## config.mk

```make
export PLATFORM = sky130hd
export DESIGN_NAME = rail_set_engine
export DESIGN_NICKNAME = d
export VERILOG_FILES = /design/src/design/pmu_bus_pkg.sv /design/src/design/pmu_i2c_pkg.sv /design/src/design/rail_set_engine.sv
export SDC_FILE = /design/constraint.sdc
export NUM_CORES = 1
export LEC_CHECK = 0
export BUFFER_PORTS_ARGS = -buffer_cell sky130_fd_sc_hd__buf_2
export CAP_MARGIN = 20
export CORE_ASPECT_RATIO = 0.9
export CORE_MARGIN = 1
export CORE_UTILIZATION = 48
export CTS_BUF_LIST = sky130_fd_sc_hd__clkbuf_4
export CTS_CLUSTER_DIAMETER = 120
export DETAILED_ROUTE_END_ITERATION = 7
export MAX_ROUTING_LAYER = met4
export PLACE_DENSITY = 0.87
export REMOVE_ABC_BUFFERS = 1
export SETUP_SLACK_MARGIN = 0.02
export SYNTH_ARGS = -nofsm -noshare
export SYNTH_HDL_FRONTEND = slang
export SYNTH_SLANG_ARGS = --single-unit
export TNS_END_PERCENT = 20
```

## constraint.sdc

```tcl
create_clock -name clk -period 4.03 [get_ports clk]
set_clock_uncertainty 0.15 [all_clocks]
set_input_delay 1.0075 -clock clk [delete_from_list [all_inputs] [get_ports clk]]
set_output_delay 1.0075 -clock clk [all_outputs]
set_load 0.02 [all_outputs]
```

## src/design/pmu_bus_pkg.sv

```systemverilog
package pmu_bus_pkg;

	typedef logic [7:0] bus_byte_t;
	typedef logic [7:0] eid_t;
	typedef logic [1:0] rail_idx_t;
	typedef logic [4:0] dac_code_t;

	typedef enum logic {PARAM_ENABLE, PARAM_VOLTAGE} param_kind_t;

	typedef struct packed {
		eid_t eid;
		param_kind_t kind;
		rail_idx_t rail;
		bus_byte_t value;
	} set_cmd_t;

	typedef struct packed {
		eid_t eid;
		param_kind_t kind;
		rail_idx_t rail;
	} query_cmd_t;

	typedef struct packed {
		eid_t eid;
		logic query;
		logic ok;
		bus_byte_t data;
	} reply_t;

	localparam bus_byte_t REPLY_ADDR = 8'h20;
	localparam bus_byte_t ACK_CODE = 8'h01;
	localparam bus_byte_t NAK_CODE = 8'h00;
	localparam bus_byte_t PARAM_VOLTAGE_CHAR = 8'h76;

endpackage

```

## src/design/pmu_i2c_pkg.sv

```systemverilog
package pmu_i2c_pkg;

	typedef struct packed {
		logic rd;
		logic [7:0] subaddr;
		logic [7:0] wdata;
	} i2c_req_t;

	typedef struct packed {
		logic failed;
		logic [7:0] rdata;
	} i2c_rsp_t;

	localparam logic [7:0] DEV_ADDR_WR = 8'h68;
	localparam logic [7:0] DEV_ADDR_RD = 8'h69;
	localparam logic [7:0] REG_ENABLE = 8'h10;
	localparam logic [7:0] REG_SLEW = 8'h20;
	localparam logic [7:0] SLEW_VALUE = 8'h55;

	// Indexed by rail number, rail 0 is the rightmost entry
	localparam logic [3:0][7:0] VOLT_REG = {8'h23, 8'h29, 8'h26, 8'h32};
	localparam logic [3:0][2:0] EN_BIT = {3'd0, 3'd2, 3'd1, 3'd4};

endpackage

```

## src/design/rail_set_engine.sv

```systemverilog
`timescale 1ns/100ps

module rail_set_engine (
	input logic clk,
	input logic reset,
	input pmu_bus_pkg::set_cmd_t set_cmd,
	input logic set_strobe,
	input logic grant,
	input logic i2c_done,
	input pmu_i2c_pkg::i2c_rsp_t i2c_rsp,
	output pmu_i2c_pkg::i2c_req_t i2c_req,
	output logic i2c_req_valid,
	output pmu_bus_pkg::reply_t reply,
	output logic reply_strobe
);

	typedef enum logic [1:0] {S_IDLE, S_VALUE, S_SLEW} state_t;

	state_t state;
	pmu_bus_pkg::set_cmd_t cmd;
	pmu_bus_pkg::dac_code_t code;
	logic [3:0] en_shadow;
	logic [7:0] en_byte;
	logic own_done;
	logic failed;
	logic ok_q;

	assign own_done = i2c_done && grant;
	assign i2c_req_valid = (state != S_IDLE);
	assign code = cmd.value[4:0];

	// The power IC keeps each rail's enable at its own bit of REG_ENABLE
	always_comb begin
		en_byte = '0;
		for (int i = 0; i < 4; i++) begin
			en_byte[pmu_i2c_pkg::EN_BIT[i]] = en_shadow[i];
		end
	end

	always_comb begin
		i2c_req.rd = 1'b0;
		if (state == S_SLEW) begin
			i2c_req.subaddr = pmu_i2c_pkg::REG_SLEW;
			i2c_req.wdata = pmu_i2c_pkg::SLEW_VALUE;
		end else if (cmd.kind == pmu_bus_pkg::PARAM_VOLTAGE) begin
			i2c_req.subaddr = pmu_i2c_pkg::VOLT_REG[cmd.rail];
			i2c_req.wdata = {3'b000, code};
		end else begin
			i2c_req.subaddr = pmu_i2c_pkg::REG_ENABLE;
			i2c_req.wdata = en_byte;
		end
	end

	always_ff @(posedge clk) begin
		if (reset) begin
			state <= S_IDLE;
			en_shadow <= '0;
			reply_strobe <= 1'b0;
		end else begin
			reply_strobe <= 1'b0;
			case (state)
				S_IDLE: begin
					if (set_strobe) begin
						state <= S_VALUE;
						if (set_cmd.kind == pmu_bus_pkg::PARAM_ENABLE)
							en_shadow[set_cmd.rail] <= set_cmd.value[0];
					end
				end
				S_VALUE: if (own_done) state <= S_SLEW;
				default: begin
					if (own_done) begin
						state <= S_IDLE;
						reply_strobe <= 1'b1;
					end
				end
			endcase
		end
	end

	always_ff @(posedge clk) begin
		if (state == S_IDLE && set_strobe) begin
			cmd <= set_cmd;
			failed <= 1'b0;
		end else if (own_done) begin
			failed <= failed || i2c_rsp.failed;
		end
		if (state == S_SLEW && own_done)
			ok_q <= !(failed || i2c_rsp.failed);
	end

	always_comb begin
		reply.eid = cmd.eid;
		reply.query = 1'b0;
		reply.ok = ok_q;
		reply.data = '0;
	end

	req_held: assert property (@(posedge clk) disable iff (reset)
		i2c_req_valid && !i2c_done |=> i2c_req_valid)
		else $error("set engine dropped its I2C request before done");

endmodule

```

==> results of run 1 <==
[metal layers]
layer,track usage (%),wire length [um],up-vias
met5,-,0,-
met4,6.41,24,0
met3,2.80,97,2
met2,23.3,921,33
met1,18.0,793,333
li1,-,-,375
[layout make-up]
cell class	count	area share (%)
clock buffers	4	2.26
inverters	2	0.564
multi-input cells	60	27.2
flip-flops and latches	25	50.4
well taps	27	2.54
repair buffers	45	17.1
[path summary, 6_finish.rpt]
check	from	endpoint	cells after the start	slack, ns
max	state[0]	i2c_req[11]	4	1.17
max reg2reg	state[0]	reply[12]	2	2.49
min reg2reg	en_shadow[3]	en_shadow[3]	2	0.34
min	en_shadow[3]	en_shadow[3]	2	0.34
[worst max-delay path, cell delays in order, from the launching register on]
cell and delay, ns:
sky130_fd_sc_hd__dfxtp_1 0.49, sky130_fd_sc_hd__nand2b_1 0.35, sky130_fd_sc_hd__nand2_1 0.14, sky130_fd_sc_hd__nor3b_1 0.21
sky130_fd_sc_hd__buf_2 0.19
[stage by stage]
stage | instances | worst slack [ns] | power (uW) | hold WS, ns
6_report | 163 | 1.17 | 503 | 0.343
5_1_grt | 163 | 1.08 | 527 | 0.367
4_1_cts | 163 | 1.16 | 506 | 0.342
3_5_place_dp | 159 | 1.54 | 394 | 0.318
3_3_place_gp | 159 | 1.62 | 390 | 0.306
2_1_floorplan | 87 | 1.11 | 360 | 0.287
[flip-flops by register name, indices dropped and copies added, names as in the netlist]
register      count
state             2
cmd               8
reply             8
reply_strobe      1
en_shadow         4
ok_q              1
failed            1
[kinds of logic after synthesis]
kind of cell | Yosys count | synth area share [%]
flops | 25 | 57.3
buf+inv | 27 | 16.5
mux | 8 | 6.84
simple gates | 33 | 16.7
other cells | 1 | 0.320
compound gates | 5 | 2.46
[power groups by stage]
| stage | clock network [uW] | logic [uW] | registers (uW) |
|---|---|---|---|
| after global routing | 130 | 95.3 | 301 |
| after floorplan | 0 | 48.4 | 311 |
| after detailed placement | 0 | 88.1 | 305 |
| after global placement | 0 | 85.7 | 304 |
| after CTS | 118 | 88.3 | 300 |
| final | 116 | 87.8 | 300 |
[cells in the final DEF, fill, tap and decap left out, types with 3 or more instances in the layout]
master,n
sky130_fd_sc_hd__nand2b_1,7
sky130_fd_sc_hd__nand2_1,7
sky130_fd_sc_hd__mux2i_1,8
sky130_fd_sc_hd__edfxtp_1,17
sky130_fd_sc_hd__dfxtp_1,8
sky130_fd_sc_hd__clkbuf_4,4
sky130_fd_sc_hd__conb_1,14
sky130_fd_sc_hd__nor2_1,7
sky130_fd_sc_hd__a21oi_1,3
sky130_fd_sc_hd__buf_2,44
==> impl_summary.md, run 1 <==
STA
The number of pins exceeding their max-slew limit in the final report is 0. The post-route minimum period is 2.86 ns. Setup repair after global routing left no endpoint under its margin.

The final critical-path share of the clock period is 71.0%. Setup violations remaining at the end of the flow were counted as 0. The final-report hold violation count was 0. The highest achievable clock rate is 350 MHz. In the final timing run, aggregate negative setup slack is 0 ns.

Synthesis
The synthesized instance count is 99. The share of synthesized registers carrying an async set or reset is 0%. In this run the cell area of the synthesized design comes to 0.00117 mm2. The number of synthesis warnings is 0. For this run, the leading register cell type out of synthesis is sky130_fd_sc_hd__edfxtp_1.

The post-synthesis register bit count is 25. The share of synthesized area occupied by flip-flops and latches is 57.3%. The number of flops mapped to enable cells by yosys is 17.

By area the synthesized netlist is led by sky130_fd_sc_hd__edfxtp_1, sky130_fd_sc_hd__buf_4, sky130_fd_sc_hd__dfxtp_1, sky130_fd_sc_hd__mux2i_1, sky130_fd_sc_hd__nand2b_1. The mean cell area of the mapped netlist is 11.8 um2. The largest area contributor in the netlist is sky130_fd_sc_hd__edfxtp_1.

The count of unique library cells instantiated by Yosys is 21. The area share of the leading cell type in the synthesized netlist is 43.6%. By count the netlist is led by sky130_fd_sc_hd__buf_4, sky130_fd_sc_hd__edfxtp_1, sky130_fd_sc_hd__dfxtp_1, sky130_fd_sc_hd__mux2i_1. The most common cell in the synthesized netlist is sky130_fd_sc_hd__buf_4.

Finish
The area overhead of the layout relative to synthesis is 13.7%. The number of nets in the final layout is 170. The number of diodes is 0. The utilization of the core after routing is 59.4%. The area taken by flip-flops and latches is 671 um2.

The area occupied by multi-input gates is 362 um2. The number of inserted filler cells in the final layout is 189. Of the cells placed in the final design, the portion with a size suffix greater than 1 is 38.2%.

The design area is 0.00133 mm2.

Flow run
The max-capacitance violation count is 0.

Clock tree
CTS placed an instance of sky130_fd_sc_hd__clkbuf_4 at the clock tree root. For this design, the sink count on the clock tree is 25. The CTS H-tree depth is 1.

The TritonCTS clock tree is yes. Clock latency on the worst-skew pair, taken at its later pin, is 0.31 ns. The number of setup buffers added after CTS is 0. The number of clock buffers added by TritonCTS is 3. For this design, the CTS-stage hold fixing added 0 buffers.

Clock-pin slew was measured on the worst setup and hold paths at 0.13 ns. The deepest clock path buffer count is 2. After clock tree synthesis, the repair step resized 0 gates.

Route
The number of nets with antenna violations after routing is 0. The routed via count divided by cell count is 4.56. The average detailed-routed wire length per instance is 11.3 um. The final layout contains routed wiring with a total length of 1840 um.

The first routing iteration left 7 violations. For this run, design rule violations remaining after detail routing come to 0. The total number of vias is 743. The number of iterations in the first detailed-routing pass is 4.

Placement
The post-place instance area is 0.00130 mm2. The final weighted congestion of routability-driven global placement is 0.716. In this run the tool buffered the top-level ports with 44 buffer cells. Once detailed placement completed, the half-perimeter wirelength came to 1400 um.

Pwr
The clock network accounts for 23.0% of the total power. The worst-case IR drop observed on VDD is 248 uV. The proportion of power drawn by flip-flops and latches is 59.5%.

The power per unit of standard cell area is 378 mW/mm2. Net switching is 27.0% of the power. In this run the static leakage power is 0.000650 uW. The switching power total is 136 uW.

Internal power comes to 367 uW. Combinational logic is responsible for 17.5% of the overall power.

Global routing
The first global-routing pass estimated 2670 um of wire. The total overflow left after global routing is 0. The number of antenna violations at the first check in global routing was 0. The number of global-route vias before repair is 620. Entering global routing, the biggest net connects 15 pins. Global routing used 14.7% of the available tracks across all layers.

Floorplan
The die outline area is 0.00264 mm2. The die outline width is 54.1 um. The die is 48.9 um tall. The initial standard-cell utilization of the core is 52.2%. The number of placement rows is 16. The number of ports placed on the die boundary is 70.

The area of the core is 0.00224 mm2.

Hold path
The min-delay analysis places its worst path in the category register to register.

Run status
The flow ran to the end, and the final reports show no timing, DRC or antenna violations.

Worst setup path
The startpoint kind of the worst setup timing path is a register. The critical path in this run is classified as register to primary output. At the worst endpoint, the arrival time is 1.70 ns. Data on the critical path is required at its endpoint by 2.87 ns.

The sort of element at the end of the critical path is a primary output. In this run the worst path has a maximum fanout of 9.
(Power assumes the default switching activity.)
==> run 2: changes to the inputs <==
--- a/config.mk
+++ b/config.mk
@@ -9,12 +9,12 @@
 export CAP_MARGIN = 20
 export CORE_ASPECT_RATIO = 0.9
 export CORE_MARGIN = 1
-export CORE_UTILIZATION = 48
+export CORE_UTILIZATION = 44
 export CTS_BUF_LIST = sky130_fd_sc_hd__clkbuf_4
 export CTS_CLUSTER_DIAMETER = 120
 export DETAILED_ROUTE_END_ITERATION = 7
 export MAX_ROUTING_LAYER = met4
-export PLACE_DENSITY = 0.87
+export PLACE_DENSITY = 0.81
 export REMOVE_ABC_BUFFERS = 1
 export SETUP_SLACK_MARGIN = 0.02
 export SYNTH_ARGS = -nofsm -noshare
==> constraint.sdc (replaced) <==
create_clock -name clk -period 3 [get_ports clk]
set_clock_uncertainty 0.15 [all_clocks]
set_input_delay 0.75 -clock clk [delete_from_list [all_inputs] [get_ports clk]]
set_output_delay 0.75 -clock clk [all_outputs]
set_load 0.02 [all_outputs]
==> run 2 against run 1 <==
Sequential cell count unchanged. Worst hold slack got worse by 0.0062 ns. Total power rose by 33%. Die area is 8.7% higher. Utilization down 5.5 points. Via count rose by 3.0%. Combinational power up 36%. Non-clock buffer count increased by 1. Critical path type unchanged.
==> impl_summary.md, run 2 (synthesis gave the netlist of run 1 again) <==
Clock tree
The total CTS buffers is 3 (unchanged). The insertion delay to the later sink of the worst-skew pair was 0.31 ns (about the same). The total clock sinks is 25 (unchanged). The clock transition at the registers of the reported paths was 0.12 ns (about the same).

The cell sitting at the root of the clock tree is a sky130_fd_sc_hd__clkbuf_4. The number of hold buffers added after CTS came to 0 (unchanged). TritonCTS built the clock tree. The deepest clock path buffer count was 2 (unchanged). The number of setup buffers added after CTS came to 0 (unchanged). The CTS H-tree depth was 1 (unchanged). The total of cells resized after clock tree synthesis was 0 (unchanged).

STA
The aggregate negative setup slack is 0 ns (unchanged). The post-route minimum period is 2.59 ns. The final-report setup violation count was 0 (unchanged). The post-route worst setup slack was 0.411 ns (-0.760 ns).

The number of pins exceeding their max-slew limit in the final report is 0 (unchanged). Derived from the worst setup path, the maximum achievable clock frequency is 386 MHz. The final-report hold violation count is 0 (unchanged). Setup repair after global routing left no endpoint under its margin. The worst path uses 86.3% of the clock period.

Placement
The port buffer count was 44 (unchanged). The post-place instance area is 0.00131 mm2 (+0.67%). The final weighted congestion of routability-driven global placement is 0.768 (+7.3%). The worst setup timing slack at the placement stage is 0.743 ns (-0.793 ns).

The detailed placer's ending HPWL is 1370 um (-1.8%).

Pwr
The static leakage is 0.000655 uW (+0.77%). The peak ir drop on the vdd network is 358 uV (+44%). The power per unit of standard cell area is 500 mW/mm2 (+32%).

Floorplan
The die outline width came to 56.4 um (+4.3%). The height of the die came to 50.9 um (+4.3%). The number of ports placed on the die boundary is 70 (unchanged).

The number of placement rows is 17 (+1). The initial standard-cell utilization of the core is 47.1% (-5.2 points). The die outline area is 0.00287 mm2 (+8.7%). The area of the core is 0.00249 mm2 (+11%).

Worst setup path
STA classifies the critical path startpoint as a register. The sort of element at the end of the critical path is a primary output. The data required time at the worst endpoint came to 2.10 ns (-0.77 ns). The worst endpoint data arrival time is 1.69 ns (about the same). The critical path is of the register to primary output type. The largest driver fanout on the critical path is 9 (unchanged).

Finish
Leaving out fill and tap cells, the most frequent cells in the layout are sky130_fd_sc_hd__buf_2, sky130_fd_sc_hd__edfxtp_1, sky130_fd_sc_hd__conb_1. Compared with the post-synthesis result, the final layout area differs by 14.4%. The number of diodes is 0 (unchanged). The number of nets in the final layout is 171 (+0.59%). Leaving out fill and tap cells, the most frequent cell in the layout is sky130_fd_sc_hd__buf_2.

The share of layout cells above drive strength 1 was 38.7% (+0.45 points). The design area was 0.00134 mm2 (+0.66%).

Global routing
The leftover overflow at the end of global routing is 0 (unchanged). The pin count of the biggest net entering global routing is 14 (-1). The global-route wire length before repair was 2790 um (+4.4%).

The number of antenna violations at the first check in global routing is 0 (unchanged). The overall global routing resource usage is 13.3% (-1.4 points). The number of global-route vias before repair is 661 (+6.6%).

Hold path
The worst hold-check path type is register to register.

Flow run
The max-capacitance violation count is 0 (unchanged).

Run status
The run finished with clean final reports.

Route
The routed via count divided by cell count was 4.64 (+1.7%). The DRC violation total after the first TritonRoute iteration is 37 (+30). The number of nets with antenna violations after routing came to 0 (unchanged). The number of iterations in the first detailed-routing pass is 4 (unchanged). The total number of vias came to 765 (+3.0%). The total length of routed wires is 1750 um (-4.5%). The average detailed-routed wire length per instance was 10.6 um (-5.6%). The number of remaining DRC errors is 0 (unchanged).
run 2: path summary, 6_finish.rpt:
path           startpoint           end  slack [ns]  cells after the start
min reg2reg  en_shadow[0]  en_shadow[0]        0.34                      2
max              state[0]   i2c_req[11]        0.41                      4
max reg2reg      state[1]          ok_q        1.62                      2
min          en_shadow[0]  en_shadow[0]        0.34                      2
run 2: metal layers:
metal  vias to the layer above  global-route usage, %  wire length (um)
met5                         -                      -                 0
met4                         0                   6.10                29
met3                         4                   2.53               118
met2                        40                   22.8               855
met1                       344                   15.3               751
li1                        377                      -                 -
run 2: final cells by class:
type                    count  area (um2)
inverters                   2        7.51
flip-flops and latches     25         671
well taps                  28        35.0
fillers                   244        1150
multi-input cells          60         362
repair buffers             46         235
clock buffers               4        30.0
run 2: metrics by stage:
stage | hold WS (ns) | util, % | total power (uW) | instances
final | 0.336 | 53.8 | 671 | 165
after global routing | 0.349 | 53.8 | 704 | 165
after CTS | 0.342 | 53.8 | 680 | 165
after detailed placement | 0.324 | 52.6 | 530 | 161
after global placement | 0.304 | 52.6 | 526 | 161
after floorplan | 0.287 | - | 484 | 87
run 2: worst max-delay path, cell delays in order (launching register included):
cell                       delay [ns]
sky130_fd_sc_hd__dfxtp_1         0.49
sky130_fd_sc_hd__nand2b_1        0.35
sky130_fd_sc_hd__nand2_1         0.14
sky130_fd_sc_hd__nor3b_1         0.21
sky130_fd_sc_hd__buf_2           0.19
run 2: power breakdown:
| part | leakage (uW) | internal (uW) | switching [uW] | total (uW) |
|---|---|---|---|---|
| Clock | 0.0000184 | 60.9 | 88.8 | 150 |
| Sequential | 0.000227 | 391 | 11.5 | 402 |
| Combinational | 0.000409 | 42.9 | 75.7 | 119 |
| Total | 0.000655 | 495 | 176 | 671 |
==> run 3: changes to the inputs <==
--- a/config.mk
+++ b/config.mk
@@ -5,11 +5,12 @@
 export SDC_FILE = /design/constraint.sdc
 export NUM_CORES = 1
 export LEC_CHECK = 0
+export ABC_AREA = 1
 export BUFFER_PORTS_ARGS = -buffer_cell sky130_fd_sc_hd__buf_2
 export CAP_MARGIN = 20
 export CORE_ASPECT_RATIO = 0.9
 export CORE_MARGIN = 1
-export CORE_UTILIZATION = 44
+export CORE_UTILIZATION = 45
 export CTS_BUF_LIST = sky130_fd_sc_hd__clkbuf_4
 export CTS_CLUSTER_DIAMETER = 120
 export DETAILED_ROUTE_END_ITERATION = 7
==> run 3 against run 2 <==
The run now ends with DRC left. Area after synthesis grew 5.8%. First-iteration DRC count increased by 11%. Clock power rose by 3%. Worst hold slack better by 0.049 ns. Critical path type unchanged. Highest routed layer unchanged.
==> impl_summary.md, run 3 <==
Synthesis
Of all cell types, the one taking the most synthesized area is sky130_fd_sc_hd__edfxtp_1. The area share of xor/xnor cells in the synthesized design is 0% (unchanged). The post-synthesis register bit count is 25 (unchanged). The area share of the leading cell type in the synthesized netlist is 41.2% (-2.4 points). Yosys attributes the largest share of cell area to sky130_fd_sc_hd__edfxtp_1, sky130_fd_sc_hd__buf_4, sky130_fd_sc_hd__dfxtp_1, sky130_fd_sc_hd__nor2_1, sky130_fd_sc_hd__inv_1. The share of synthesized registers carrying an async set or reset is 0% (unchanged). The synthesized instance count is 130 (+31%). The most frequent cell after synthesis is sky130_fd_sc_hd__buf_4. The count of unique library cells instantiated by Yosys came to 21 (unchanged). The number of synthesis warnings is 0 (unchanged). The share of synthesized area occupied by flip-flops and latches is 54.1% (-3.1 points). The simple-gate share of the synthesized area was 22.0% (+5.4 points).

The mean cell area of the mapped netlist is 9.53 um2 (-19%). The adder and majority gate portion of the synthesized area came to 0% (unchanged). The main combinational cell family by area after synthesis is simple AND/OR/NAND/NOR gates.

In the synthesized netlist the dominant register cell turns out to be sky130_fd_sc_hd__edfxtp_1. Sorting the synthesized cells by how often they occur yields sky130_fd_sc_hd__buf_4, sky130_fd_sc_hd__edfxtp_1, sky130_fd_sc_hd__nor2_1. The number of flops mapped to enable cells by yosys is 17 (unchanged). The fraction of the mapped netlist area in compound gates is 3.84% (+1.4 points). The post-synthesis cell area is 0.00124 mm2 (+5.8%). The multiplexer share of the synthesized area is 0% (-6.8 points).

Floorplan
The number of ports placed on the die boundary is 70 (unchanged). The height of the die was 51.8 um (+1.6%). The die outline area is 0.00297 mm2 (+3.3%). The area of the core was 0.00253 mm2 (+1.7%). The initial standard-cell utilization of the core is 48.9% (+1.9 points). The number of placement rows came to 17 (unchanged).

The die outline width came to 57.3 um (+1.6%).

STA
The aggregate negative setup slack is 0 ns (unchanged). The final-report hold violation count was 0 (unchanged). The highest achievable clock rate is 438 MHz (+13%). The final-report setup violation count is 0 (unchanged). The post-route worst setup slack was 0.716 ns (+0.306 ns). The number of pins exceeding their max-slew limit in the final report was 0 (unchanged).

The post-route minimum period is 2.28 ns (-0.306 ns). Setup repair after global routing left no endpoint under its margin. The final-layout worst hold slack came to 0.385 ns (+0.0487 ns). The final critical-path share of the clock period is 76.1% (-10 points).

Finish
Leaving out fill and tap cells, the most frequent cell in the layout is sky130_fd_sc_hd__buf_2. The number of nets in the final layout is 203 (+19%). The number of diodes is 0 (unchanged).

The final cell count without fillers was 197 (+19%). The share of layout cells above drive strength 1 is 38.5% (-0.22 points). Compared with the post-synthesis result, the final layout area differs by 13.7%. The design area is 0.00141 mm2 (+5.1%). Leaving out fill and tap cells, the most frequent cells in the layout are sky130_fd_sc_hd__buf_2, sky130_fd_sc_hd__nor2_1, sky130_fd_sc_hd__edfxtp_1. The number of inserted filler cells in the final layout came to 236 (-3.3%).

Route
The average detailed-routed wire length per instance is 10.1 um (-4.7%). The total length of routed wires is 2000 um (+14%). The total number of vias is 920 (+20%). The number of nets with antenna violations after routing is 0 (unchanged). The DRC violation total after the first TritonRoute iteration is 41 (+11%). The routed via count divided by cell count is 4.67 (+0.73%). The number of remaining DRC errors came to 7 (+7). The number of iterations in the first detailed-routing pass came to 8 (+4).

Worst setup path
The startpoint identified for the worst register-to-register timing path is state[1]. The data required time at the worst endpoint came to 2.10 ns (about the same). The startpoint kind of the worst setup timing path is a register. The worst endpoint data arrival time is 1.38 ns (-0.31 ns).

The number of cells on the worst reg-to-reg path came to 4 (+2). The path type of the worst setup path is register to primary output. The sort of element at the end of the critical path is a primary output. The endpoint identified for the worst register-to-register timing path is cmd[0]. The largest driver fanout on the critical path is 6 (-3). The worst reg-to-reg setup slack is 1.41 ns (-0.21 ns).

Placement
The post-place instance area is 0.00138 mm2 (+5.2%). The worst setup timing slack at the placement stage is 0.989 ns (+0.246 ns). The number of placed instances, taps included was 193 (+20%). The detailed placer's ending HPWL is 1640 um (+19%). The final weighted congestion of routability-driven global placement was 0.785 (+2.2%).

The port buffer count is 44 (unchanged).

Global routing
The leftover overflow at the end of global routing came to 0 (unchanged). The global-route wire length before repair came to 3280 um (+18%). The overall global routing resource usage is 15.2% (+1.9 points). The pin count of the biggest net entering global routing came to 17 (+3). The number of global-route vias before repair was 835 (+26%). The number of antenna violations at the first check in global routing is 0 (unchanged).

Clock tree
The insertion delay to the later sink of the worst-skew pair is 0.31 ns (about the same). In this run the clock root is driven by a sky130_fd_sc_hd__clkbuf_4. The CTS H-tree depth came to 1 (unchanged). The total clock sinks is 25 (unchanged). The total of cells resized after clock tree synthesis is 0 (unchanged). The clock transition at the registers of the reported paths was 0.13 ns (about the same).

TritonCTS built the clock tree. The total CTS buffers is 3 (unchanged). The number of hold buffers added after CTS is 0 (unchanged).

The deepest clock path buffer count was 2 (unchanged). The number of setup buffers added after CTS is 0 (unchanged).

Hold path
The hold-critical path depth is 4 (+2). The startpoint identified for the worst hold timing path is en_shadow[3]. The worst hold path terminates at en_shadow[3]. The worst hold-check path type is register to register.

Run status
The run finished, with violations left. The final reports fail on DRC.

Pwr
The static leakage is 0.000694 uW (+6.0%). The power per unit of standard cell area is 495 mW/mm2 (-1.1%). The peak ir drop on the vdd network is 315 uV (-12%).

Flow run
The max-capacitance violation count came to 0 (unchanged).
==> run 3: cell types whose count changed after synthesis, sizes merged, moves of 3 or more <==
| cell | before | now |
|---|---|---|
| inv | 2 | 19 |
| mux2i | 8 | 0 |
| nand2 | 7 | 19 |
| nand2b | 7 | 0 |
| nand3 | 1 | 8 |
| nor2 | 7 | 22 |
| nor3 | 1 | 4 |
| nor3b | 3 | 0 |
==> run 3: worst max-delay path, cell delays in order, from the launching register on <==
cell and delay, ns:
sky130_fd_sc_hd__edfxtp_1 0.53, sky130_fd_sc_hd__inv_1 0.18, sky130_fd_sc_hd__nand2_2 0.08, sky130_fd_sc_hd__o21ai_1 0.11, sky130_fd_sc_hd__buf_2 0.18
==> run 3: cell type report <==
class / count / area [um2] / area share, %
clock buffer: 3 / 22.5 / 1.60
clock inverter: 1 / 8.76 / 0.622
inverter: 19 / 71.3 / 5.06
multi-input combinational: 76 / 373 / 26.5
sequential: 25 / 671 / 47.6
tap: 28 / 35.0 / 2.49
timing repair buffer: 45 / 228 / 16.2
==> run 3: per-layer routing <==
metal	global-route usage (%)	vias up	part of all wire [%]
met5	-	-	0
met4	6.10	0	0.50
met3	2.99	2	7.9
met2	26.1	48	47
met1	17.7	415	45
li1	-	455	-
==> run 3: worst max path at each step <==
stage | startpoint | end | slack, ns | cells after the start
after global placement | set_strobe | cmd[0] | 1.02 | 4
final | cmd[10] | i2c_req[1] | 0.72 | 4
after floorplan | cmd[10] | i2c_req[1] | 1.03 | 3
after detailed placement | set_strobe | reply[15] | 0.99 | 4
after global routing | state[0] | i2c_req[2] | 0.61 | 6
after CTS | state[0] | i2c_req[2] | 0.70 | 6
==> run 3: cell families after synthesis <==
kind of cell	count (synthesis)
and+or+nand+nor	54
AOI/OAI and AO/OA	8
other	1
DFF	25
buffers and inverters	42
==> run 3: report_power, final <==
group / internal (uW) / switching (uW)
clock network: 54.1 / 100
logic: 43.9 / 97.0
registers: 392 / 10.2
total: 490 / 208
==> run 3: per-stage QoR <==
stage | power, uW | utilization [%]
detailed placement | 551 | 54.4
floorplan | 501 | -
CTS | 709 | 55.7
global placement | 547 | 54.4
finish | 697 | 55.7
global route | 735 | 55.7
